===== src/colmix_pkg.sv =====
// shared types and constants for the colour mixer, imported by every design module
package colmix_pkg;

    // three background planes plus the object plane
    localparam int num_layers = 4;

    // bit 7 is the priority bit, bits 3..0 the colour bits
    typedef logic [7:0] pixel_t;

    // red in the top byte, then green, then blue
    typedef logic [23:0] rgb_t;

    // host address map, one region per 1k block
    typedef enum logic [1:0] {
        palette_gr = 2'd0,
        palette_b  = 2'd1,
        prom       = 2'd2,
        regs       = 2'd3
    } region_e;

    // what a layer stage hands to the mixer
    typedef struct packed {
        pixel_t pxl;
        logic   opaque;
    } layer_out_t;

    // per-layer config register
    typedef struct packed {
        logic       en;
        logic [3:0] mask;
    } layer_cfg_t;

endpackage


===== src/layer_unit.sv =====
// one layer stage, registers the pixel and decides opacity under its config
module layer_unit import colmix_pkg::*; (
    input  logic       clk,
    input  logic       reset,
    input  logic       pxl_cen,
    input  pixel_t     pxl,
    input  layer_cfg_t cfg,
    output layer_out_t out
);

    logic opaque_nxt;

    // opaque when enabled and some unmasked colour bit is set
    assign opaque_nxt = cfg.en && |(pxl[3:0] & cfg.mask);

    // opaque flag feeds the mixer's PROM address
    always_ff @(posedge clk) begin
        if (reset)
            out.opaque <= 1'b0;
        else if (pxl_cen)
            out.opaque <= opaque_nxt;
    end

    // disabled layer passes a zero pixel
    always_ff @(posedge clk) begin
        if (pxl_cen)
            out.pxl <= cfg.en ? pxl : '0;
    end

endmodule


===== config.mk =====
export PLATFORM = sky130hd
export DESIGN_NAME = layer_unit
export DESIGN_NICKNAME = d
export VERILOG_FILES = /design/src/colmix_pkg.sv /design/src/layer_unit.sv
export SDC_FILE = /design/constraint.sdc
export NUM_CORES = 1
export LEC_CHECK = 0
export BUFFER_PORTS_ARGS = -buffer_cell sky130_fd_sc_hd__buf_2
export CAP_MARGIN = 40
export CELL_PAD_IN_SITES_DETAIL_PLACEMENT = 0
export CELL_PAD_IN_SITES_GLOBAL_PLACEMENT = 1
export CORE_UTILIZATION = 27
export CTS_BUF_LIST = sky130_fd_sc_hd__clkbuf_16
export CTS_CLUSTER_SIZE = 20
export DETAILED_ROUTE_END_ITERATION = 10
export GPL_TIMING_DRIVEN = 1
export PLACE_DENSITY_LB_ADDON = 0.1
export SKIP_CTS_REPAIR_TIMING = 1
export SLEW_MARGIN = 0
export SYNTH_ARGS = -nofsm -noshare
export SYNTH_HDL_FRONTEND = slang
export SYNTH_SLANG_ARGS = --single-unit

===== constraint.sdc =====
create_clock -name clk -period 0.9 [get_ports clk]
set_input_delay 0.045 -clock clk [delete_from_list [all_inputs] [get_ports clk]]
set_output_delay 0.045 -clock clk [all_outputs]
set_load 0.01 [all_outputs]

---- Word level (Yosys, flattened, before mapping) ----
Index checks and enable logic that the tools add are counted.
cells by class
  bitwise gates (word level) .............. 1
  reduce and logical (&&, ||, !) cells .... 2
operators by type and width
  cell                count
  bitwise AND 4 bit   1
  OR reduction 4 bit  1
  logical AND 1 bit   1
word-level totals
  register bits after elaboration ......... 9
  output and inout port bits .............. 9

---- Longest topological paths before layout ----
Gate-level depths: netlist of run 1.
  word-level depth ........................ 3
  mapped depth ............................ 3

---- Least setup slack after synthesis of run 1 ----
No wires, ideal clock.
  path kind ............................... register to register
  start ................................... register, netlist name out[0]
  end ..................................... register out[0] in the netlist's numbering
  data arrival time ....................... 0.747 ns
  data required time ...................... 0.813 ns
  slack ................................... 0.066 ns
  stages on the path, launching flop included .. 3
  buffers on the path ..................... 0
  clock period less this slack ............ 0.834 ns
  cells stage by stage .................... dfxtp_1 -> or3b_1 -> o31ai_1
RTL lines
  what       RTL line         RTL
  to (decl)  layer_unit.sv:8  output layer_out_t out

==> summary.txt, run 1 <==
Routing
  • Vias: 279
  • Vias/cell: 4.29
  • Number of remaining DRC errors: 0
  • Mean routed wirelength per cell: 10.0 um
  • Detailed router's first-iteration violation count: 0
  • Routed wire length: 650 um
  • Drt first pass iters: 1
  • Detail Route Antenna Nets: 0

Yosys
  • Largest cells by area after synthesis: edfxtp_1 68%, and2_1 12%, dfxtp_1 5.6%
  • Distinct cells, synth: 9
  • Synth Warn #: 0
  • Post-synthesis cell count: 22
  • Mapped Area: 355 um2
  • Synthesized Nets: 38
  • Avg Inst Size Synth: 16.2 um2
  • Area leader, netlist: edfxtp_1
  • Synth top area share: 0.676
  • Sequential share of the synthesized area: 0.732
  • Register bit total from synthesis: 9

Timing
  • Final Hold Vio Count: 0
  • Worst slew margin: 0.860
  • Max-slew violations: 0
  • Final setup fails: 0
  • Achievable Freq: 1210 MHz
  • RSZ-0062 raised after global routing: false
  • Worst-Margin Slew: 0.209 ns
  • Fin Setup TNS: 0 ns
  • Tightest hold margin: 0.0222 ns
  • Clock Skew: 0 ns
  • Setup WS post-layout: 0.0760 ns
  • Tcrit/Tclk final: 0.916
  • Fin crit period: 0.824 ns

Hold path
  • Hold path startpoint: reset
  • Hold endpoint: out[0]
  • Min-delay worst type: in2reg
  • WHS Path Cells: 2

Floorplan
  • Starting Density: 0.303
  • Die width: 38.3 um
  • # IOs: 25
  • Core Rows: 12
  • Die area: 1460 um2
  • Die height: 38.3 um
  • CORE AREA: 1170 um2

Final layout
  • FF+latch area: 260 um2
  • Layout cells sized above 1: 0.588
  • Inserted Diodes: 0
  • Largest register FFs: 9
  • Fin area: 579 um2
  • Regs by FF count: out x9
  • Final design utilization: 0.495
  • Non-filler cells, final: 65
  • Fillers: 118
  • Fin nets: 68
  • Multi-input combinational cell area: 95.1 um2
  • Reg with most FFs: out
  • Area Growth Syn to Fin: 63.0%

CTS
  • Clock-pin transition on the worst setup and hold timing paths: 0.04 ns
  • CTS tree: done
  • CTS root buf: clkbuf_16
  • H-tree levels: 1
  • CTS max path bufs: 2
  • CTS sink cnt: 9
  • Worst skew pair latency: 0.23 ns
  • Inserted Clock Buffers: 3

Power
  • LEAKAGE: 0.263 nW
  • Maximum vdd ir drop: 1330 uV
  • Tot Pwr: 1.37 mW
  • Power per cell area: 2360 nW/um2

Placement
  • Input/output buffers: 24
  • Pre-CTS WS: 0.0856 ns
  • Final GP Congestion: 0.604
  • Placed Area: 500 um2
  • Dpl cells: 61

Setup path
  • CP Class: reg2reg
  • Setup crit end kind: flip-flop
  • Worst reg2reg path depth: 2
  • Slowest cell delay on critical path: 0.34 ns
  • CP startpoint kind: flip-flop
  • Crit Reg-Reg Startpoint: out[0]
  • CP max-delay cell: or3b_1
  • Flop2flop setup slack: 0.08 ns
  • Worst R2R End: out[0]
  • Worst Path Required: 1.03 ns
  • CP Cell Sequence: or3b_1 -> o31ai_1
  • Data arrival time of the worst path: 0.96 ns
  • Critical-path maximum fanout: 2

Global routing
  • Total grt overflow: 0
  • Largest net degree at the start of global routing: 10
  • First-pass GRT wire length: 1.02 mm
  • Number of global-route vias before repair: 244
  • Number of antenna violations at the first check in global routing: 0
  • All-Layer GR Usage: 0.109

Status
  • Outcome: finished, final reports clean

Flow run
  • Max Cap Viol: 0
worst max path at each step:
stage,start,slack [ns],depth (start not counted),to
final,out[0],0.08,2,out[0]
after floorplan,out[0],0.07,2,out[0]
after global placement,pxl[0],0.12,4,out[0]
after global routing,out[0],0.02,2,out[0]
after detailed placement,pxl[0],0.09,4,out[0]
after CTS,out[0],0.06,2,out[0]
cell usage after synthesis (all sizes together):
master  n
dfxtp   1
a22o    1
and2    8
o31ai   1
or3b    1
a221oi  1
nand2   1
edfxtp  8
placed cells by master (no fill, tap or decap), drive strengths merged:
master	synthesis	layout
buf	0	25
a22o	1	1
or3b	1	1
inv	0	1
clkbuf	0	3
nand2	1	1
dfxtp	1	1
edfxtp	8	8
a221oi	1	1
and2	8	8
o31ai	1	1
worst max-delay path: cells and delay by family (launching register included):
| kind | cells | cell delay [ns] |
|---|---|---|
| simple gates | 1 | 0.34 |
| flops | 1 | 0.31 |
| compound gates | 1 | 0.07 |
layer usage:
layer / vias up / part of all wire / GRT usage
met5: - / 0 / 0
met4: 0 / 0 / 0.107
met3: 0 / 0.086 / 0.0174
met2: 16 / 0.53 / 0.182
met1: 122 / 0.38 / 0.111
li1: 141 / - / -
report_power, final:
group          switching, mW  total [mW]  internal (mW)  leakage [nW]
sequential           0.00667       0.499          0.492        0.0853
combinational         0.0566       0.120         0.0630         0.136
clock                  0.173       0.751          0.579        0.0423
cells by family after synthesis:
logic type,synth area share
AND/OR/NAND/NOR,0.180
AO/OA/AOI/OAI,0.0880
flip-flops,0.732
area by class of cell:
| cell class | count | area share |
|---|---|---|
| timing repair buffer | 25 | 0.220 |
| clock inverter | 1 | 0.00648 |
| sequential | 9 | 0.449 |
| clock buffer | 3 | 0.130 |
| tap | 14 | 0.0302 |
| multi-input combinational | 13 | 0.164 |
No activity file was read; power rests on OpenSTA's default activity.
==> run 2: changes to the inputs <==
--- a/config.mk
+++ b/config.mk
@@ -5,7 +5,7 @@
 export SDC_FILE = /design/constraint.sdc
 export NUM_CORES = 1
 export LEC_CHECK = 0
-export BUFFER_PORTS_ARGS = -buffer_cell sky130_fd_sc_hd__buf_2
+export BUFFER_PORTS_ARGS = -buffer_cell sky130_fd_sc_hd__buf_4
 export CAP_MARGIN = 40
 export CELL_PAD_IN_SITES_DETAIL_PLACEMENT = 0
 export CELL_PAD_IN_SITES_GLOBAL_PLACEMENT = 1
==> constraint.sdc (replaced) <==
create_clock -name clk -period 0.8 [get_ports clk]
set_input_delay 0.04 -clock clk [delete_from_list [all_inputs] [get_ports clk]]
set_output_delay 0.04 -clock clk [all_outputs]
set_load 0.01 [all_outputs]
==> summary.txt, run 2 (same netlist as run 1, synthesis figures left out) <==
Status
  • Outcome: complete, but fails checks (was finished, final reports clean)
  • Failing checks: negative setup slack

Global routing
  • Total grt overflow: 0 (unchanged)
  • Number of antenna violations at the first check in global routing: 0 (unchanged)
  • M3 GR Usage: 0.0174 (unchanged)
  • First-pass GRT wire length: 1.11 mm (was 1.02 mm)
  • All-Layer GR Usage: 0.119 (was 0.109)
  • Met2 Resource Use GR: 0.216 (was 0.182)
  • Grt peak-use layer: met2 (unchanged)
  • Largest net degree at the start of global routing: 10 (unchanged)
  • Number of global-route vias before repair: 259 (was 244)
  • M1 GR Usage: 0.123 (was 0.111)

Floorplan
  • Starting Density: 0.303 (unchanged)
  • # IOs: 25 (unchanged)
  • Die height: 38.3 um (unchanged)
  • Core Rows: 12 (unchanged)
  • Die width: 38.3 um (unchanged)
  • Die area: 1460 um2 (unchanged)
  • CORE AREA: 1170 um2 (unchanged)

Timing
  • Max-slew violations: 0 (unchanged)
  • Fin crit period: 0.852 ns (was 0.824 ns)
  • Tcrit/Tclk final: 1.07 (was 0.916)
  • Final Hold Vio Count: 0 (unchanged)
  • Clock Skew: 0 ns (unchanged)
  • Worst slew margin: 0.785 (was 0.860)
  • Final setup fails: 1 (was 0)
  • Setup WS post-layout: -0.0521 ns (was 0.0760 ns)
  • RSZ-0062 raised after global routing: true (was false)
  • Fin Setup TNS: -0.0521 ns (was 0 ns)
  • Worst-Margin Slew: 0.323 ns (was 0.209 ns)
  • Achievable Freq: 1170 MHz (was 1210 MHz)

Setup path
  • Critical-path maximum fanout: 2 (unchanged)
  • Crit path from: out[0] (unchanged)
  • CP Class: reg2reg (unchanged)
  • CP startpoint kind: flip-flop (unchanged)
  • Setup crit end kind: flip-flop (unchanged)
  • Worst Path Required: 0.94 ns (was 1.03 ns)
  • Worst R2R End: out[0] (unchanged)
  • Data arrival time of the worst path: 0.99 ns (was 0.96 ns)
  • Crit Reg-Reg Startpoint: out[0] (unchanged)
  • Worst reg2reg path depth: 2 (unchanged)
  • Flop2flop setup slack: -0.05 ns (was 0.08 ns)
  • End of the critical path: out[0] (unchanged)

Routing
  • Detailed router's first-iteration violation count: 2 (was 0)
  • Mean routed wirelength per cell: 11.3 um (was 10.0 um)
  • Vias/cell: 4.31 (was 4.29)
  • Detail Route Antenna Nets: 0 (unchanged)
  • Vias: 280 (was 279)
  • Number of remaining DRC errors: 0 (unchanged)
  • Drt first pass iters: 2 (was 1)
  • Routed wire length: 735 um (was 650 um)

Final layout
  • Most frequent cells in the layout: 23 x buf_4, 8 x edfxtp_1, 7 x and2_1, 3 x clkbuf_16, 2 x buf_6 (was 24 x buf_2, 8 x edfxtp_1, 7 x and2_1, 3 x clkbuf_16)
  • Layout cells sized above 1: 0.647 (was 0.588)
  • Inserted Diodes: 0 (unchanged)
  • Largest register FFs: 9 (unchanged)
  • Regs by FF count: out x9 (unchanged)
  • Fin nets: 68 (unchanged)
  • Commonest non-fill, non-tap cell in the layout: buf_4 (was buf_2)
  • Reg with most FFs: out (unchanged)
  • Fin area: 664 um2 (was 579 um2)
  • Area Growth Syn to Fin: 87.0% (was 63.0%)

Placement
  • Final GP Congestion: 0.599 (was 0.604)
  • Input/output buffers: 24 (unchanged)
  • Pre-CTS WS: -0.0549 ns (was 0.0856 ns)
  • Placed Area: 562 um2 (was 500 um2)

CTS
  • CTS tree: done (unchanged)
  • CTS sink cnt: 9 (unchanged)
  • H-tree levels: 1 (unchanged)
  • Worst skew pair latency: 0.23 ns (about the same)
  • Clock-pin transition on the worst setup and hold timing paths: 0.04 ns (about the same)
  • CTS root buf: clkbuf_16 (unchanged)
  • CTS max path bufs: 2 (unchanged)
  • Inserted Clock Buffers: 3 (unchanged)

Power
  • Power per cell area: 2430 nW/um2 (was 2360 nW/um2)
  • Maximum vdd ir drop: 1270 uV (was 1330 uV)
  • LEAKAGE: 0.292 nW (was 0.263 nW)

Flow run
  • Max Cap Viol: 0 (unchanged)

Hold path
  • WHS Path Cells: 2 (unchanged)
  • Min-delay worst type: in2reg (unchanged)
==> run 2: worst max-delay path: stages (launching register included) <==
cell	delay (ns)
dfxtp_2	0.32
or3b_4	0.38
o31ai_4	0.06
==> run 2: final cells by class <==
type | count | area [um2]
fillers | 111 | 507
clock inverters | 1 | 3.75
clock buffers | 3 | 75.1
repair buffers | 25 | 195
well taps | 14 | 17.5
multi-input cells | 13 | 111
flip-flops and latches | 9 | 262
==> run 2: worst min-delay path by stage <==
stage,start,end
after global routing,reset,out[0]
after floorplan,reset,out[0]
after CTS,reset,out[0]
after detailed placement,reset,out[0]
final,reset,out[0]
after global placement,reset,out[0]
==> run 2: report_power, final <==
part / internal, mW / switching, mW / leakage [nW]
combinational: 0.117 / 0.0701 / 0.164
sequential: 0.554 / 0.0105 / 0.0857
clock: 0.653 / 0.210 / 0.0423
==> run 2: metrics by stage <==
step,hold slack (ns),power [mW],cells,util
4_1_cts,0.00589,1.62,65,0.547
5_1_grt,0.0181,1.68,65,0.567
3_3_place_gp,0.227,0.741,61,0.480
2_1_floorplan,0.133,0.617,22,-
6_report,0.0150,1.61,65,0.567
3_5_place_dp,0.249,0.747,61,0.480
==> run 2: routing by layer <==
| metal | vias up | part of all wire |
|---|---|---|
| met5 | - | 0 |
| met4 | 0 | 0 |
| met3 | 0 | 0.073 |
| met2 | 16 | 0.61 |
| met1 | 124 | 0.31 |
| li1 | 140 | - |
==> run 3: changes to the inputs <==
--- a/config.mk
+++ b/config.mk
@@ -5,6 +5,7 @@
 export SDC_FILE = /design/constraint.sdc
 export NUM_CORES = 1
 export LEC_CHECK = 0
+export ABC_AREA = 1
 export BUFFER_PORTS_ARGS = -buffer_cell sky130_fd_sc_hd__buf_4
 export CAP_MARGIN = 40
 export CELL_PAD_IN_SITES_DETAIL_PLACEMENT = 0
==> summary.txt, run 3 <==
Floorplan
  • CORE AREA: 1320 um2 (was 1170 um2)
  • Die height: 40.1 um (was 38.3 um)
  • Starting Density: 0.297 (was 0.303)
  • Die area: 1610 um2 (was 1460 um2)
  • Die width: 40.1 um (was 38.3 um)
  • # IOs: 25 (unchanged)
  • Core Rows: 13 (was 12)

Yosys
  • Synth Warn #: 0 (unchanged)
  • Mapped Area: 392 um2 (was 355 um2)
  • Largest cells by area after synthesis: edfxtp_1 61%, nand2_1 13%, inv_1 8.6% (was edfxtp_1 68%, and2_1 12%, dfxtp_1 5.6%)
  • Distinct cells, synth: 9 (unchanged)
  • Area leader, netlist: edfxtp_1 (unchanged)
  • Synth cell count leaders: 14 x nand2_1, 9 x inv_1, 8 x edfxtp_1 (was 8 x edfxtp_1, 7 x and2_1)
  • Register bit total from synthesis: 9 (unchanged)
  • Sequential share of the synthesized area: 0.665 (was 0.732)
  • EDFF count, synth: 8 (unchanged)
  • Avg Inst Size Synth: 10.3 um2 (was 16.2 um2)
  • Async set-or-reset flop fraction in the synthesized netlist: 0 (unchanged)
  • Synth top area share: 0.613 (was 0.676)
  • Post-synthesis cell count: 38 (was 22)
  • Count leader, synth: nand2_1 (was edfxtp_1)
  • Primary FF master, synth: edfxtp_1 (unchanged)
  • Synthesized Nets: 54 (was 38)

Timing
  • Final Hold Vio Count: 0 (unchanged)
  • Max-slew violations: 0 (unchanged)
  • Clock Skew: 0 ns (unchanged)
  • Worst-Margin Slew: 0.137 ns (was 0.323 ns)
  • Final setup fails: 0 (was 1)
  • RSZ-0062 raised after global routing: true (unchanged)
  • Tcrit/Tclk final: 0.985 (was 1.07)
  • Worst slew margin: 0.909 (was 0.785)
  • Fin crit period: 0.788 ns (was 0.852 ns)
  • Achievable Freq: 1270 MHz (was 1170 MHz)
  • Setup WS post-layout: 0.0116 ns (was -0.0521 ns)
  • Fin Setup TNS: 0 ns (was -0.0521 ns)

Final layout
  • Regs by FF count: out x9 (unchanged)
  • Most frequent cells in the layout: 22 x buf_4, 14 x nand2_1, 10 x inv_1, 8 x edfxtp_1, 3 x clkbuf_16 (was 23 x buf_4, 8 x edfxtp_1, 7 x and2_1, 3 x clkbuf_16, 2 x buf_6)
  • Commonest non-fill, non-tap cell in the layout: buf_4 (unchanged)
  • Fin nets: 83 (was 68)
  • Multi-input combinational cell area: 82.6 um2 (was 111 um2)
  • Largest register FFs: 9 (unchanged)
  • Area Growth Syn to Fin: 72.5% (was 87.0%)
  • Layout cells sized above 1: 0.485 (was 0.647)
  • Inserted Diodes: 0 (unchanged)
  • Fillers: 124 (was 111)
  • Final design utilization: 0.513 (was 0.567)
  • FF+latch area: 260 um2 (was 262 um2)
  • Reg with most FFs: out (unchanged)

Setup path
  • End of the critical path: out[2] (was out[0])
  • Crit path from: out[2] (was out[0])
  • Data arrival time of the worst path: 0.75 ns (was 0.99 ns)
  • Setup crit end kind: output port (was flip-flop)
  • Slowest cell delay on critical path: 0.38 ns (about the same)
  • CP max-delay cell: edfxtp_1 (was or3b_4)
  • CP Class: reg2out (was reg2reg)
  • Worst R2R End: out[0] (unchanged)
  • Worst reg2reg path depth: 2 (unchanged)
  • Critical-path maximum fanout: 1 (was 2)
  • CP delay by family, top: flip-flops (was simple AND/OR/NAND/NOR gates)
  • CP Cell Sequence: buf_6 (was or3b_4 -> o31ai_4)
  • Critical path buffers and inverters: 1 (was 0)
  • Crit Reg-Reg Startpoint: out[0] (unchanged)
  • Flop2flop setup slack: 0.23 ns (was -0.05 ns)
  • Cell depth of the worst setup path: 1 (was 2)
  • Worst Path Required: 0.76 ns (was 0.94 ns)
  • CP startpoint kind: flip-flop (unchanged)

CTS
  • Clock-pin transition on the worst setup and hold timing paths: 0.04 ns (about the same)
  • CTS sink cnt: 9 (unchanged)
  • CTS max path bufs: 2 (unchanged)
  • CTS root buf: clkbuf_16 (unchanged)
  • Worst skew pair latency: 0.23 ns (about the same)
  • Inserted Clock Buffers: 3 (unchanged)
  • H-tree levels: 1 (unchanged)
  • CTS tree: done (unchanged)

Power
  • Power per cell area: 2370 nW/um2 (was 2430 nW/um2)
  • LEAKAGE: 0.365 nW (was 0.292 nW)
  • Maximum vdd ir drop: 1460 uV (was 1270 uV)

Routing
  • Metal3 WL: 67 um (was 54 um)
  • Number of remaining DRC errors: 0 (unchanged)
  • Drt first pass iters: 2 (unchanged)
  • Met2 wire length: 313 um (was 451 um)
  • Top sig layer: met3 (unchanged)
  • Detail Route Antenna Nets: 0 (unchanged)
  • Mean routed wirelength per cell: 8.19 um (was 11.3 um)
  • Met1 WL: 283 um (was 229 um)
  • Vias/cell: 3.80 (was 4.31)
  • Detailed router's first-iteration violation count: 1 (was 2)
  • Routed wire length: 663 um (was 735 um)
  • Vias: 308 (was 280)

Placement
  • Hpwl dp: 490 um
  • Final GP Congestion: 0.609 (was 0.599)
  • Pre-CTS WS: 0.220 ns (was -0.0549 ns)
  • Input/output buffers: 24 (unchanged)

Global routing
  • All-Layer GR Usage: 0.110 (was 0.119)
  • Largest net degree at the start of global routing: 11 (was 10)
  • Number of antenna violations at the first check in global routing: 0 (unchanged)
  • Number of global-route vias before repair: 253 (was 259)
  • First-pass GRT wire length: 1.01 mm (was 1.11 mm)
  • Total grt overflow: 0 (unchanged)

Status
  • Outcome: finished, final reports clean (was complete, but fails checks)

Hold path
  • Min-delay worst type: in2reg (unchanged)
  • WHS Path Cells: 3 (was 2)

Flow run
  • Max Cap Viol: 0 (unchanged)
run 3: layout make-up:
type / count / share of cell area
Sequential cell: 9 / 0.385
Timing Repair Buffer: 25 / 0.293
Multi-Input combinational cell: 18 / 0.122
Clock buffer: 3 / 0.111
Inverter: 10 / 0.0556
Tap cell: 15 / 0.0278
Clock inverter: 1 / 0.00556
run 3: worst min-delay path by stage:
| stage | end | start |
|---|---|---|
| 2_1_floorplan | out[0] | reset |
| 3_3_place_gp | out[0] | reset |
| 3_5_place_dp | out[0] | reset |
| 4_1_cts | out[0] | reset |
| 5_1_grt | out[7] | pxl[6] |
| 6_report | out[7] | pxl[6] |
run 3: tightest hold or removal path, cell delays in order:
cell     delay, ns
buf_4         0.08
nand2_1       0.04
inv_1         0.04
run 3: metrics by stage:
| step | std cells | total power [mW] | hold WS (ns) | area [um2] |
|---|---|---|---|---|
| global route | 81 | 1.67 | 0.0771 | 676 |
| CTS | 80 | 1.61 | -0.0441 | 658 |
| floorplan | 38 | 0.634 | 0.102 | 392 |
| global placement | 76 | 0.749 | 0.197 | 579 |
| finish | 81 | 1.60 | 0.0665 | 676 |
| detailed placement | 76 | 0.750 | 0.196 | 579 |
run 3: power breakdown:
part | switching, mW | internal, mW | total, mW
clock network | 0.201 | 0.651 | 0.853
logic | 0.0767 | 0.110 | 0.187
registers | 0.0104 | 0.554 | 0.564
total | 0.288 | 1.32 | 1.60
run 3: routing by layer:
metal | global-route usage | vias up
li1 | - | 170
met1 | 0.107 | 121
met2 | 0.157 | 17
met3 | 0.0833 | 0
met4 | 0.0776 | 0
met5 | 0 | -
run 3: cell families after synthesis:
logic type	synth area share
buffers and inverters	0.125
flip-flops	0.665
AND/OR/NAND/NOR	0.166
AO/OA/AOI/OAI	0.0447
