[config.mk]
export PLATFORM = sky130hd
export DESIGN_NAME = host_bridge_flat
export DESIGN_NICKNAME = d
export VERILOG_FILES = /design/src/colmix_pkg.sv /design/src/colmix_ifs.sv /design/src/host_bridge.sv /design/src/flat_wrapper.sv
export SDC_FILE = /design/constraint.sdc
export NUM_CORES = 1
export LEC_CHECK = 0
export ABC_AREA = 1
export BUFFER_PORTS_ARGS = -buffer_cell sky130_fd_sc_hd__buf_2
export CELL_PAD_IN_SITES_DETAIL_PLACEMENT = 1
export CELL_PAD_IN_SITES_GLOBAL_PLACEMENT = 2
export CORE_MARGIN = 4
export CORE_UTILIZATION = 24
export CTS_BUF_LIST = sky130_fd_sc_hd__clkbuf_4
export CTS_CLUSTER_SIZE = 30
export DETAILED_ROUTE_END_ITERATION = 6
export PLACE_DENSITY = 0.79
export SLEW_MARGIN = 20
export SYNTH_ARGS = -nofsm -noshare
export SYNTH_HDL_FRONTEND = slang
export SYNTH_SLANG_ARGS = --single-unit
[constraint.sdc]
create_clock -name clk -period 1.5 [get_ports clk]
set_clock_uncertainty 0.05 [all_clocks]
set_input_delay 0 -clock clk [delete_from_list [all_inputs] [get_ports clk]]
set_output_delay 0 -clock clk [all_outputs]
set_load 0.01 [all_outputs]
[src/colmix_pkg.sv]
// shared types and constants for the colour mixer, imported by every design module
package colmix_pkg;

    // three background planes plus the object plane
    localparam int num_layers = 4;

    // bit 7 is the priority bit, bits 3..0 the colour bits
    typedef logic [7:0] pixel_t;

    // red in the top byte, then green, then blue
    typedef logic [23:0] rgb_t;

    // host address map, one region per 1k block
    typedef enum logic [1:0] {
        palette_gr = 2'd0,
        palette_b  = 2'd1,
        prom       = 2'd2,
        regs       = 2'd3
    } region_e;

    // what a layer stage hands to the mixer
    typedef struct packed {
        pixel_t pxl;
        logic   opaque;
    } layer_out_t;

    // per-layer config register
    typedef struct packed {
        logic       en;
        logic [3:0] mask;
    } layer_cfg_t;

endpackage

[src/colmix_ifs.sv]
// memory-access bus from the host bridge to the mixer's PROM and palette
interface mem_if import colmix_pkg::*; ();

    // single-cycle access strobe
    logic        stb;
    region_e     region;
    logic        we;
    // word address inside the region
    logic [9:0]  addr;
    logic [15:0] wdata;
    // valid on the cycle after stb
    logic [15:0] rdata;

    modport manager (
        output stb, region, we, addr, wdata,
        input  rdata
    );

    modport subordinate (
        input  stb, region, we, addr, wdata,
        output rdata
    );

endinterface

[src/host_bridge.sv]
// four-phase host port, decodes addresses, keeps layer config and priority select registers
module host_bridge import colmix_pkg::*; #(
    parameter int host_addr_w = 12
) (
    input  logic                   clk,
    input  logic                   reset,
    input  logic                   req,
    input  logic                   we,
    input  logic [host_addr_w-1:0] addr,
    input  logic [15:0]            wdata,
    output logic                   ack,
    output logic [15:0]            rdata,
    output layer_cfg_t             layer_cfg [num_layers],
    output logic [1:0]             prisel,
    mem_if.manager                 mem
);

    localparam int idx_w = $clog2(num_layers);
    localparam logic [host_addr_w-1:0] regs_base = host_addr_w'('hC00);
    localparam logic [host_addr_w-1:0] prisel_addr = host_addr_w'('hC00 + num_layers);

    typedef enum logic [1:0] {st_idle, st_access, st_respond, st_release} state_e;

    state_e      state;
    region_e     region;
    logic        is_cfg;
    logic        is_prisel;
    logic [15:0] local_rdata;

    // anything at or above the register block counts as regs
    always_comb begin
        if (addr >= regs_base)
            region = regs;
        else
            region = region_e'(addr[11:10]);
    end

    assign is_cfg    = (addr >= regs_base) && (addr < prisel_addr);
    assign is_prisel = (addr == prisel_addr);

    // host holds addr and data stable while req is up
    always_ff @(posedge clk) begin
        if (reset) begin
            state <= st_idle;
        end else begin
            case (state)
                st_idle:    if (req) state <= st_access;
                st_access:  state <= st_respond;
                st_respond: state <= st_release;
                st_release: if (!req) state <= st_idle;
                default:    state <= st_idle;
            endcase
        end
    end

    // local registers written in the access cycle
    always_ff @(posedge clk) begin
        if (reset) begin
            layer_cfg <= '{default: '0};
            prisel    <= '0;
        end else if (state == st_access && we) begin
            if (is_cfg)
                layer_cfg[addr[idx_w-1:0]] <= layer_cfg_t'(wdata[$bits(layer_cfg_t)-1:0]);
            if (is_prisel)
                prisel <= wdata[1:0];
        end
    end

    // zero-extended read of local registers
    always_comb begin
        local_rdata = '0;
        if (is_cfg)
            local_rdata[$bits(layer_cfg_t)-1:0] = layer_cfg[addr[idx_w-1:0]];
        else if (is_prisel)
            local_rdata[1:0] = prisel;
    end

    // mixer answer is on the bus during respond
    always_ff @(posedge clk) begin
        if (state == st_respond)
            rdata <= (region == regs) ? local_rdata : mem.rdata;
    end

    // register block never goes out on the bus
    assign mem.stb    = (state == st_access) && (region != regs);
    assign mem.region = region;
    assign mem.we     = we;
    assign mem.addr   = addr[9:0];
    assign mem.wdata  = wdata;

    assign ack = (state == st_release);

    // ack only answers a pending request
    ack_after_req: assert property (@(posedge clk) disable iff (reset)
        $rose(ack) |-> $past(req));

    // ack holds until the host lets go
    ack_falls_late: assert property (@(posedge clk) disable iff (reset)
        $fell(ack) |-> !$past(req));

endmodule

[src/flat_wrapper.sv]
// flat-port wrapper written by rule: the top's interface ports become plain ports
module host_bridge_flat import colmix_pkg::*;
#(
    parameter int host_addr_w = 12
)
  (clk, reset, req, we, addr, wdata, ack, rdata, layer_cfg, prisel, mem_stb, mem_region, mem_we, mem_addr, mem_wdata, mem_rdata);
  mem_if mem_i ();
  input  logic clk;
  input  logic reset;
  input  logic req;
  input  logic we;
  input  logic [host_addr_w-1:0] addr;
  input  logic [15:0] wdata;
  output logic ack;
  output logic [15:0] rdata;
  output layer_cfg_t layer_cfg[num_layers];
  output logic [1:0] prisel;
  output wire logic [$bits(mem_i.stb)-1:0] mem_stb;
  output wire logic [$bits(mem_i.region)-1:0] mem_region;
  output wire logic [$bits(mem_i.we)-1:0] mem_we;
  output wire logic [$bits(mem_i.addr)-1:0] mem_addr;
  output wire logic [$bits(mem_i.wdata)-1:0] mem_wdata;
  input wire logic [$bits(mem_i.rdata)-1:0] mem_rdata;
  assign mem_stb = mem_i.stb;
  assign mem_region = mem_i.region;
  assign mem_we = mem_i.we;
  assign mem_addr = mem_i.addr;
  assign mem_wdata = mem_i.wdata;
  assign mem_i.rdata = mem_rdata;
  host_bridge #(.host_addr_w(host_addr_w)) u_core (.clk(clk), .reset(reset), .req(req), .we(we), .addr(addr), .wdata(wdata), .ack(ack), .rdata(rdata), .layer_cfg(layer_cfg), .prisel(prisel), .mem(mem_i));
endmodule
## Word level (Yosys, flattened, before mapping)

Index checks and enable logic that the tools add are counted.

| storage, ports and cells | value |
|---|---|
| flip-flop bits (word level) | 40 |
| bits of input ports | 48 |
| output and inout bits | 69 |
| logic and storage cells | 47 |

| operators by class | value |
|---|---|
| magnitude comparators | 4 |
| equal/unequal tests | 8 |
| muxes and demuxes | 14 |
| bitwise operators | 1 |
| reductions and logical operators | 8 |

Operators by type and width:

| cell | count |
|---|---|
| bitwise mux 20 bit | 1 |
| 2-to-1 mux 5 bit | 4 |
| equality test 12 bit, second input constant | 1 |
| greater-or-equal comparator 12 bit, second input constant | 1 |
| less-than comparator 12 bit, second input constant | 1 |
| binary-select mux 5 bit (select 2 bit) | 1 |
| demux 5 bit (select 2 bit) | 1 |
| 2-to-1 mux 2 bit | 5 |
| one-hot mux 2 bit (4 select lines) | 1 |
| equality test 2 bit, second input constant | 3 |
| inequality test 2 bit, second input constant | 3 |
| AND reduction 2 bit | 3 |
| logical AND 1 bit | 4 |
| greater-or-equal comparator 3 bit, second input constant | 1 |
| less-than comparator 3 x 1 -> 1 bit, second input constant | 1 |
| 2-to-1 mux 3 bit | 1 |
| inverter 2 -> 3 bit | 1 |
| equality test 2 x 1 -> 1 bit, second input constant | 1 |
| logical NOT 2 bit | 1 |

## Depth between registers and ports, before layout

Gate-level depths: netlist of the first run.

| logic depth | value |
|---|---|
| depth after elaboration | 6 |
| gate-level depth with buffers | 8 |
| mapped depth without buffers | 8 |

## Least setup slack after synthesis of the first run

Ideal clock, no wire load.

| timing path | value |
|---|---|
| path type | register to register |
| from | register u_core.state[0] |
| to | register u_core.rdata[0], enable pin |
| library setup time | 0.375 ns |
| arrival time | 0.916 ns |
| data required time | 1.075 ns |
| path slack | 0.159 ns |
| cell stages (with the launch flop) | 3 |
| buffers on the path | 0 |
| clock period less this slack | 1.341 ns |
| cell sequence | dfxtp_1 > inv_1 > ha_1 |

| between the ends | value |
|---|---|
| cells in the longest elaborated chain, start to end | 1 |

Ends and longest elaborated chain:

| item | RTL line | RTL |
|---|---|---|
| start, declared | host_bridge.sv:24 | `state_e state;` |
| start signal, assigned | host_bridge.sv:44 | `state <= st_idle;` |
| start signal, assigned | host_bridge.sv:47 | `st_idle: if (req) state <= st_access;` |
| start signal, assigned | host_bridge.sv:48 | `st_access: state <= st_respond;` |
| equality test 2 bit | host_bridge.sv:80 | `if (state == st_respond)` |
| end signal, assigned | host_bridge.sv:81 | `rdata <= (region == regs) ? local_rdata : mem.rdata;` |
| end, declared | host_bridge.sv:12 | `output logic [15:0] rdata,` |

No other way between the ends.
A chain may end at the register's enable or synchronous reset.

## Worst setup path in the final report of the first run

| timing path | value |
|---|---|
| from | register u_core.state[1] |
| to | register u_core.layer_cfg[12] (netlist name) |

| between the ends | value |
|---|---|
| cells in the longest elaborated chain, start to end | 3 |

Ends and longest elaborated chain:

| item | RTL line | RTL |
|---|---|---|
| equality test 2 x 1 -> 1 bit | host_bridge.sv:61 | `end else if (state == st_access && we) begin` |
| logical AND 1 bit | host_bridge.sv:61 |  |
| AND reduction 2 bit (no line) | n/a |  |

No other way between the ends.

==> results.json, run 1 <==
{
  "run_status": "finished clean",
  "coreArea_sq_um": 8848,
  "max_slew_margin_pct": 69.72,
  "ir_worst_vdd_mv": 0.3371,
  "syn_avg_cell_area_sq_um": 7.793,
  "power.leakage_nw": 1.657,
  "yosysSeqAreaShare_pct": 43.27,
  "nNetsFinal": 446,
  "drc_errors": 0,
  "timing.final.crit_share_pct": 90.16,
  "clockBufferDepth": 2,
  "finalMaxSlewViolations": 0,
  "cts_sinks": 40,
  "htreeDepth": 2,
  "cts_setup_buffers": 0,
  "synth.distinct_cells": 24,
  "initial_utilization_pct": 25.10,
  "arrival_ns": 1.61,
  "worstMarginPinSlew_ns": 0.4531,
  "wl_per_cell_microns": 13.91,
  "die_w_microns": 104.2,
  "required_ns": 1.76,
  "wl_microns": 6982,
  "cellPowerDensity_nw_per_um2": 927.6,
  "syn_inst": 285,
  "grt.overflow.total": 0,
  "drt-pass1-iter-count": 4,
  "viasPerCell": 4.271,
  "syn_to_final_growth_pct": 39.10,
  "rrSetupSlack_ns": 0.15,
  "port_buffers": 94,
  "yosysWarnings": 0,
  "cts_root_buffer": "clkbuf_4",
  "rsz0062_at_grt": "false",
  "cp-end-kind": "register",
  "grt_pass1_wl_microns": 11010,
  "place.detailed.hpwl_microns": 4927,
  "hold_viol_final": 0,
  "syn_area_sq_um": 2221,
  "antenna_found_initial": 0,
  "fillCellCount": 1087,
  "totalPowerFinal_mw": 2.865,
  "ios": 117,
  "worstHoldPathType": "in2reg",
  "cts_tree": "yes",
  "clk_latency_ns": 0.36,
  "path_max_fanout": 10,
  "via_count": 2144,
  "syn-num-nets": 338,
  "path_class": "reg2reg",
  "setup_violations": 0,
  "dieArea_sq_um": 10860,
  "finalWeightedCongestion": 0.7819,
  "drt_iter0_drc": 46,
  "grt_usage_pct": 12.44,
  "cts.clk_slew.worst_paths_ns": 0.13,
  "die_y_microns": 104.2,
  "ant_nets": 0,
  "startpoint_type": "register",
  "cap_viol_max_count": 0,
  "fmax_mhz": 739.4,
  "diodes": 0,
  "tns_ns": 0,
  "min_period_ns": 1.352,
  "grt_max_degree": 21,
  "grt_pass1_vias": 2141,
  "drive_gt1_share_pct": 32.23,
  "ys_seq_elements": 40,
  "rows": 34,
  "numCtsBuffers": 5
}
[per-layer routing]
layer | wire length (microns) | track usage, % | part of all wire (%) | up-vias
met5 | 0 | 0 | 0 | -
met4 | 79 | 3.134 | 1.1 | 0
met3 | 493 | 3.786 | 7.1 | 6
met2 | 3328 | 20.80 | 48 | 84
met1 | 3080 | 15.63 | 44 | 983
li1 | - | - | - | 1071
[layout by cell type, fill, tap and decap left out]
cell / synthesis / routed
nand2_2: 1 / 2
clkinv_2: 0 / 1
inv_6: 1 / 1
o21ai_0: 2 / 1
dlygate4sd3_1: 0 / 33
nand2_1: 75 / 74
edfxtp_1: 16 / 16
dfxtp_1: 24 / 23
nand4_2: 0 / 2
nor2_4: 3 / 3
buf_2: 1 / 94
buf_4: 29 / 1
buf_12: 0 / 1
clkbuf_4: 0 / 5
o21ai_1: 0 / 1
clkinv_1: 0 / 1
nor2_2: 2 / 2
a211oi_1: 1 / 1
inv_2: 3 / 4
nor2_1: 55 / 55
nand3_1: 4 / 4
clkinv_4: 0 / 1
nand4_1: 3 / 3
nor3_1: 2 / 2
nand2_4: 2 / 2
nand4_4: 4 / 5
a21oi_1: 3 / 3
inv_1: 41 / 40
o2111ai_1: 5 / 5
dfxtp_2: 0 / 1
nor2_8: 1 / 1
ha_1: 5 / 5
bufinv_16: 0 / 1
[repair_timing]
item | 4_1_cts | 5_1_grt
setup endpoints to repair | 0 | 22
hold buffers | 33 | 0
resized for setup | 0 | 7
endpoints found under the hold margin | 51 | 0
[metrics by stage]
step / instances / setup WS [ns] / utilization, % / hold WS, ns / instance area [sq um]
finish: 502 / 0.1475 / 34.91 / 0.01499 / 3089
detailed placement: 457 / 0.03694 / 29.65 / -0.04993 / 2624
global route: 502 / 0.01057 / 34.91 / 0.04736 / 3089
floorplan: 285 / 0.1590 / - / 0.01907 / 2221
CTS: 498 / 0.006898 / 34.23 / 0.02166 / 3029
global placement: 457 / 0.09390 / 29.65 / -0.04993 / 2624
[state kept, by name, indices dropped and copies added, names as in the netlist]
signal,count
u_core.layer_cfg,20
u_core.rdata,16
u_core.prisel,2
u_core.state,2
[cells in the mapped netlist]
cell	number	area [sq um]
inv_6	1	8.760
nand3_1	4	20.02
ha_1	5	62.56
nor3_1	2	10.01
edfxtp_1	16	480.5
nand4_1	3	18.77
nand2_2	1	6.260
inv_2	3	11.26
buf_4	29	217.7
nor2_8	1	20.02
nor2_2	2	12.51
o2111ai_1	5	43.79
dfxtp_1	24	480.5
clkbuf_1	2	7.510
o21ai_0	2	10.01
inv_1	41	153.9
nor2_4	3	33.78
a211oi_1	1	7.510
a21oi_1	3	15.01
nand2_4	2	22.52
nor2_1	55	206.5
buf_2	1	5.000
nand4_4	4	85.08
nand2_1	75	281.5
[worst paths after layout]
check,startpoint,to,depth (start not counted)
worst max-delay path,u_core.state[1]$_SDFFE_PP0P_,u_core.layer_cfg[12]$_SDFFE_PP0P_,8
worst min-delay path,req,u_core.state[1]$_SDFFE_PP0P_,3
worst max register to register,u_core.state[1]$_SDFFE_PP0P_,u_core.layer_cfg[12]$_SDFFE_PP0P_,8
worst min register to register,u_core.prisel[0]$_SDFFE_PP0P_,u_core.prisel[0]$_SDFFE_PP0P_,2
[layout make-up]
type                       instances  area [sq um]  area share [%]
clock buffer                       5         37.54           1.215
timing repair buffer             129         828.3           26.81
tap                              108         135.1           4.374
sequential                        40         962.2           31.15
inverter                          45         178.9           5.792
clock inverter                     3         37.54           1.215
timing repair inverter             1         5.005          0.1620
multi-input combinational        171         904.6           29.28
[power breakdown]
part	switching [mW]	total [mW]	internal, mW	leakage (nW)
combinational	0.474	0.795	0.321	1.27
sequential	0.0464	1.35	1.30	0.344
clock	0.377	0.719	0.342	0.0430
total	0.897	2.87	1.97	1.66
[logic make-up after synthesis]
group,after synthesis,share of synthesized area (%)
compound gates,11,3.436
buf+inv,77,18.20
flops,40,43.27
simple gates,152,32.28
fa+ha+maj,5,2.817
[worst max-delay path, cell delays in order, from the launching register on]
cell	delay (ns)
dfxtp_2	0.36
inv_2	0.07
ha_1	0.18
nand2_2	0.10
clkinv_4	0.12
nand4_4	0.19
nand2_1	0.11
nand2_1	0.05
nor2_1	0.09
Power figures use the tool's default switching activity.
==> run 2: changes to the inputs <==
--- a/config.mk
+++ b/config.mk
@@ -13,4 +13,5 @@
 export CORE_UTILIZATION = 24
 export CTS_BUF_LIST = sky130_fd_sc_hd__clkbuf_4
+export CTS_CLUSTER_DIAMETER = 40
 export CTS_CLUSTER_SIZE = 30
 export DETAILED_ROUTE_END_ITERATION = 6
--- a/constraint.sdc
+++ b/constraint.sdc
@@ -3,3 +3,3 @@
 set_input_delay 0 -clock clk [delete_from_list [all_inputs] [get_ports clk]]
 set_output_delay 0 -clock clk [all_outputs]
-set_load 0.01 [all_outputs]
+set_load 0.05 [all_outputs]
==> run 2 against run 1 <==
Critical path depth shrank 3. Setup slack lost 0.030 ns. Combinational power is 67% higher. Clock power about the same. Sequential power about the same. Register-to-register slack about the same. Largest power group unchanged. Highest routed layer unchanged.
==> results.json, run 2 (synthesis results as in run 1) <==
{
  "run_status": "finished clean",
  "port_buffers": 94,
  "setup_violations": 0,
  "min_period_ns": 1.383,
  "required_ns": 1.45,
  "htreeDepth": 2,
  "path_class": "reg2out",
  "timing.final.crit_share_pct": 92.19,
  "cp-end-kind": "primary output",
  "drc_errors": 0,
  "antenna_found_initial": 0,
  "cts_sinks": 40,
  "ir_worst_vdd_mv": 0.3406,
  "design_area_sq_um": 3095,
  "via_count": 2144,
  "viasPerCell": 4.271,
  "grt_pass1_wl_microns": 11030,
  "gr-usage-met3_pct": 3.786,
  "drt-pass1-iter-count": 4,
  "drive_gt1_share_pct": 32.23,
  "fmax_mhz": 723.1,
  "slowest_delay_ns": 0.36,
  "arrival_ns": 1.33,
  "cellPowerDensity_nw_per_um2": 1097,
  "instances_no_fill": 502,
  "tns_ns": 0,
  "cap_viol_max_count": 0,
  "ant_nets": 0,
  "grt.busiest_layer": "met2",
  "initial_utilization_pct": 25.10,
  "max_slew_margin_pct": 65.20,
  "clk_latency_ns": 0.36,
  "multi_input_area_sq_um": 904.6,
  "regMostFlops": "u_core.layer_cfg",
  "finalMaxSlewViolations": 0,
  "totalPowerFinal_mw": 3.395,
  "wl_per_cell_microns": 13.91,
  "top_regs": "u_core.layer_cfg: 20 flops, u_core.rdata: 16 flops",
  "die_y_microns": 104.2,
  "layout_common_cells": "buf_2 (93), nand2_1 (74), nor2_1 (55)",
  "fillCellCount": 1086,
  "coreArea_sq_um": 8848,
  "layout_commonest_cell": "buf_2",
  "ios": 117,
  "cp_slowest_cell": "dfxtp_2",
  "cts.clk_slew.worst_paths_ns": 0.12,
  "dieArea_sq_um": 10860,
  "nNetsFinal": 446,
  "grt_max_degree": 21,
  "grt_pass1_vias": 2145,
  "startpoint_type": "register",
  "path_max_fanout": 4,
  "dp_cells": 457,
  "ff_latch_area_sq_um": 962.2,
  "cts_root_buffer": "clkbuf_4",
  "grt_usage_pct": 12.46,
  "drt_iter0_drc": 46,
  "power.leakage_nw": 1.658,
  "largest_register_ffs": 20,
  "numCtsBuffers": 5,
  "worstMarginPinSlew_ns": 0.5203,
  "cts_tree": "yes",
  "crit_chain": "inv_2 -> ha_1 -> inv_1 -> nor2_1 -> buf_6",
  "place.detailed.hpwl_microns": 4927,
  "cts_setup_buffers": 0,
  "rsz0062_at_grt": "false",
  "hold_viol_final": 0,
  "diodes": 0,
  "worstHoldPathType": "in2reg",
  "finalWeightedCongestion": 0.7819,
  "wl_microns": 6985,
  "gr-usage-met2_pct": 20.80,
  "clockBufferDepth": 2,
  "grt.overflow.total": 0,
  "rows": 34,
  "die_w_microns": 104.2,
  "syn_to_final_growth_pct": 39.38,
  "grt_use_met1_pct": 15.67,
  "dpl_cell_area_sq_um": 2624
}
-- run 2: final cells by class --
class,instances,share of cell area [%]
timing repair inverter,1,0.1617
clock buffer,5,1.213
sequential,40,31.08
inverter,45,5.780
tap,108,4.365
clock inverter,3,1.213
timing repair buffer,129,26.96
multi-input combinational,171,29.22
-- run 2: repair_timing --
item                       in CTS  in global routing
cloned                          0                  4
hold buffers                   33                  0
gates resized for setup         1                  8
setup endpoints to repair       1                 23
hold endpoints to repair       51                  0
pin swaps                       0                  2
-- run 2: worst paths after layout --
path                                  from                                 to  slack, ns  cells past startpoint
max           u_core.state[1]$_SDFFE_PP0P_                            mem_stb       0.12                      5
min                                    req       u_core.state[1]$_SDFFE_PP0P_       0.01                      3
max reg2reg   u_core.state[1]$_SDFFE_PP0P_  u_core.layer_cfg[12]$_SDFFE_PP0P_       0.15                      8
min reg2reg  u_core.prisel[0]$_SDFFE_PP0P_      u_core.prisel[0]$_SDFFE_PP0P_       0.46                      2
-- run 2: metal layers --
| metal | share of wire, % | vias up | routed length, microns |
|---|---|---|---|
| li1 | - | 1071 | - |
| met1 | 44 | 983 | 3081 |
| met2 | 48 | 84 | 3329 |
| met3 | 7.1 | 6 | 493 |
| met4 | 1.1 | 0 | 79 |
| met5 | 0 | - | 0 |
-- run 2: stage by stage --
| step | worst slack (ns) | utilization (%) | hold WS, ns |
|---|---|---|---|
| detailed placement | 0.03694 | 29.65 | -0.04966 |
| finish | 0.1171 | 34.98 | 0.01499 |
| floorplan | 0.1006 | - | 0.01907 |
| global placement | 0.09390 | 29.65 | -0.04966 |
| CTS | 0.006898 | 34.26 | 0.02166 |
| global route | 0.004251 | 34.98 | 0.04736 |
-- run 2: where the power goes --
group / switching (mW) / internal (mW) / leakage (nW)
clock network: 0.377 / 0.342 / 0.0430
registers: 0.0464 / 1.30 / 0.344
logic: 0.990 / 0.336 / 1.27
total: 1.41 / 1.98 / 1.66
-- run 2: worst max-delay path, delay by kind of cell (launching register included) --
family	cells	cell delay, ns
DFF	1	0.36
buffers and inverters	3	0.30
adders and majority gates	1	0.18
and+or+nand+nor	1	0.14
==> run 3: changes to the inputs <==
Settings changed: ABC_AREA 1 to 0, CORE_UTILIZATION 24 to 26, PLACE_DENSITY 0.79 to 0.8.
==> run 3 against run 2 <==
Critical endpoint is now u_core.prisel[1]$_SDFFE_PP0P_. Critical path type is now reg2reg. Core utilization increased by 5.2 points. Register-to-register slack got worse by 0.12 ns. Sequential cell count stayed put.
==> results.json, run 3 <==
{
  "layout_common_cells": "buf_2 (93), dlygate4sd3_1 (33), nor2_1 (26)",
  "ys_seq_elements": 40,
  "switching_share_pct": 38.82,
  "synth_flop_cell": "dfxtp_1",
  "wl_per_cell_microns": 15.29,
  "largest_register_ffs": 20,
  "coreArea_sq_um": 7408,
  "yosysSeqAreaShare_pct": 47.23,
  "totalPowerFinal_mw": 3.502,
  "fillCellCount": 840,
  "path_class": "reg2reg",
  "synth.most_common_cell": "buf_4",
  "drt-pass1-iter-count": 4,
  "cp-end-kind": "register",
  "synthTopCellsByCount": "buf_4 (27), nor2_1 (26), dfxtp_1 (24), mux2i_1 (23), edfxtp_1 (16)",
  "clk_latency_ns": 0.35,
  "postSynth.asyncResetShare_pct": 0,
  "cp-startpoint": "u_core.state[1]$_SDFFE_PP0P_",
  "arrival_ns": 1.66,
  "htreeDepth": 2,
  "top_regs": "u_core.layer_cfg: 20 flops, u_core.rdata: 16 flops",
  "yosysTopAreaCell": "dfxtp_1",
  "cts_tree": "yes",
  "r2r-end": "u_core.prisel[1]$_SDFFE_PP0P_",
  "grt_usage_pct": 12.17,
  "combPwrFrac_pct": 40.4,
  "cellPowerDensity_nw_per_um2": 1175,
  "drt_iter0_drc": 53,
  "finalWeightedCongestion": 0.6948,
  "required_ns": 1.68,
  "fmax_mhz": 679.8,
  "clockBufferDepth": 2,
  "wl_microns": 5917,
  "run_status": "finished clean",
  "netlist_top_cells_area": "dfxtp_1 (24%), edfxtp_1 (24%), mux2i_1 (11%)",
  "seq_power_share_pct": 38.4,
  "place.detailed.hpwl_microns": 4255,
  "dp_cells": 345,
  "power_switching_mw": 1.359,
  "setup_slack_ns": 0.02887,
  "ios": 117,
  "setup_violations": 0,
  "reg2regPathDepth": 7,
  "drc_errors": 0,
  "die_w_microns": 96.46,
  "cap_viol_max_count": 0,
  "viasPerCell": 4.318,
  "cts_sinks": 40,
  "rsz0062_at_grt": "true",
  "die_y_microns": 96.46,
  "initial_utilization_pct": 27.46,
  "diodes": 0,
  "synth.distinct_cells": 26,
  "slowest_delay_ns": 0.35,
  "crit_path_end": "u_core.prisel[1]$_SDFFE_PP0P_",
  "synth_top_area_share_pct": 23.62,
  "crit_chain": "inv_2 -> ha_4 -> buf_6 -> and4_1 -> and4_4 -> mux2i_1 -> nor2_1",
  "whs_ns": 0.01448,
  "ff_latch_area_sq_um": 963.4,
  "tns_ns": 0,
  "drive_gt1_share_pct": 45.83,
  "cts.clk_slew.worst_paths_ns": 0.14,
  "startpoint_type": "register",
  "syn_to_final_growth_pct": 46.43,
  "finalMaxSlewViolations": 0,
  "worstHoldPathType": "in2reg",
  "syn_inst": 178,
  "multi_input_area_sq_um": 890.9,
  "syn_area_sq_um": 2034,
  "max_slew_margin_pct": 66.29,
  "numCtsBuffers": 5,
  "grt.overflow.total": 0,
  "syn-num-nets": 231,
  "yosysWarnings": 0,
  "via_count": 1671,
  "worstMarginPinSlew_ns": 0.5040,
  "grt_pass1_wl_microns": 8576,
  "regMostFlops": "u_core.layer_cfg",
  "timing.final.crit_share_pct": 98.08,
  "pwr-share-clk_pct": 21.1,
  "worstReg2RegStart": "u_core.state[1]$_SDFFE_PP0P_",
  "dieArea_sq_um": 9304,
  "ant_nets": 0,
  "ir_worst_vdd_mv": 0.3793,
  "nNetsFinal": 340,
  "rows": 31,
  "path_max_fanout": 6,
  "internal_power_mw": 2.142,
  "cp_slowest_cell": "dfxtp_2",
  "grt_max_degree": 25,
  "rrSetupSlack_ns": 0.03,
  "layout_commonest_cell": "buf_2",
  "dpl_worst_slack_ns": -0.2051,
  "min_period_ns": 1.471,
  "instances_no_fill": 387,
  "grt_pass1_vias": 1741,
  "syn_avg_cell_area_sq_um": 11.43,
  "cts_root_buffer": "clkbuf_4",
  "hold_viol_final": 0,
  "synth_edf_count": 16,
  "port_buffers": 94,
  "antenna_found_initial": 0,
  "power.leakage_nw": 1.479
}
==> run 3: cell types whose count changed in the layout (fill, tap and decap cells not counted), moves of 5 or more <==
| cell | before | now |
|---|---|---|
| mux2i_1 | 0 | 22 |
| nand2_1 | 74 | 3 |
| inv_1 | 40 | 1 |
| mux4_2 | 0 | 5 |
| buf_4 | 1 | 7 |
| nor2_1 | 55 | 26 |
| and2_1 | 0 | 13 |
| o2111ai_1 | 5 | 0 |
==> run 3: critical path: cells and delay by family (launching register included) <==
family        cells  cell delay [ns]
flops             1             0.35
mux               1             0.18
fa+ha+maj         1             0.17
simple gates      3             0.44
buf+inv           2             0.17
==> run 3: metal layers <==
layer	up-vias	track usage, %	part of all wire (%)	wire length (microns)
met5	-	0	0	0
met4	0	2.804	0.88	52
met3	6	3.253	8.5	500
met2	72	21.84	49	2905
met1	776	14.46	42	2459
li1	817	-	-	-
==> run 3: layout make-up <==
| class | instances | share of cell area [%] |
|---|---|---|
| Sequential cell | 40 | 32.34 |
| Inverter | 2 | 0.2520 |
| Timing Repair Buffer | 137 | 30.58 |
| Clock inverter | 3 | 1.512 |
| Multi-Input combinational cell | 101 | 29.90 |
| Clock buffer | 5 | 1.260 |
| Tap cell | 99 | 4.158 |
==> run 3: power by group through the flow <==
stage	clock network (mW)	logic, mW	registers [mW]
6_report	0.741	1.42	1.35
5_1_grt	0.830	1.51	1.36
4_1_cts	0.772	1.36	1.35
3_5_place_dp	0	1.20	1.36
3_3_place_gp	0	1.18	1.35
2_1_floorplan	0	0.539	1.71
==> run 3: repair_timing <==
action,in CTS,in global routing
pin swaps,2,4
endpoints found under the hold margin,50,0
resized for setup,6,9
buffers inserted,1,0
setup endpoints to repair,23,25
hold buffers,33,0
==> run 3: cells by family (layout without fill, tap and decap cells) <==
| kind of cell | Yosys count | after routing | synth area share [%] |
|---|---|---|---|
| adders and majority gates | 5 | 5 | 3.075 |
| AOI/OAI and AO/OA | 11 | 11 | 3.506 |
| DFF | 40 | 40 | 47.23 |
| buffers and inverters | 37 | 147 | 11.93 |
| muxes | 28 | 28 | 16.85 |
| and+or+nand+nor | 57 | 57 | 17.41 |
==> run 3: worst min path at each step <==
stage	start	end	slack [ns]	cells past startpoint
2_1_floorplan	reset	u_core.layer_cfg[13]$_SDFFE_PP0P_	0.02	1
3_3_place_gp	wdata[10]	mem_wdata[10]	-0.05	0
3_5_place_dp	wdata[10]	mem_wdata[10]	-0.05	0
4_1_cts	reset	u_core.layer_cfg[9]$_SDFFE_PP0P_	0.002	2
6_report	reset	u_core.layer_cfg[4]$_SDFFE_PP0P_	0.01	2
5_1_grt	reset	u_core.layer_cfg[4]$_SDFFE_PP0P_	0.01	2
==> run 3: stage by stage <==
stage	util, %	instance area [sq um]
6_report	40.21	2979
4_1_cts	39.64	2937
3_5_place_dp	33.64	2492
3_3_place_gp	33.64	2492
5_1_grt	40.21	2979
2_1_floorplan	-	2041
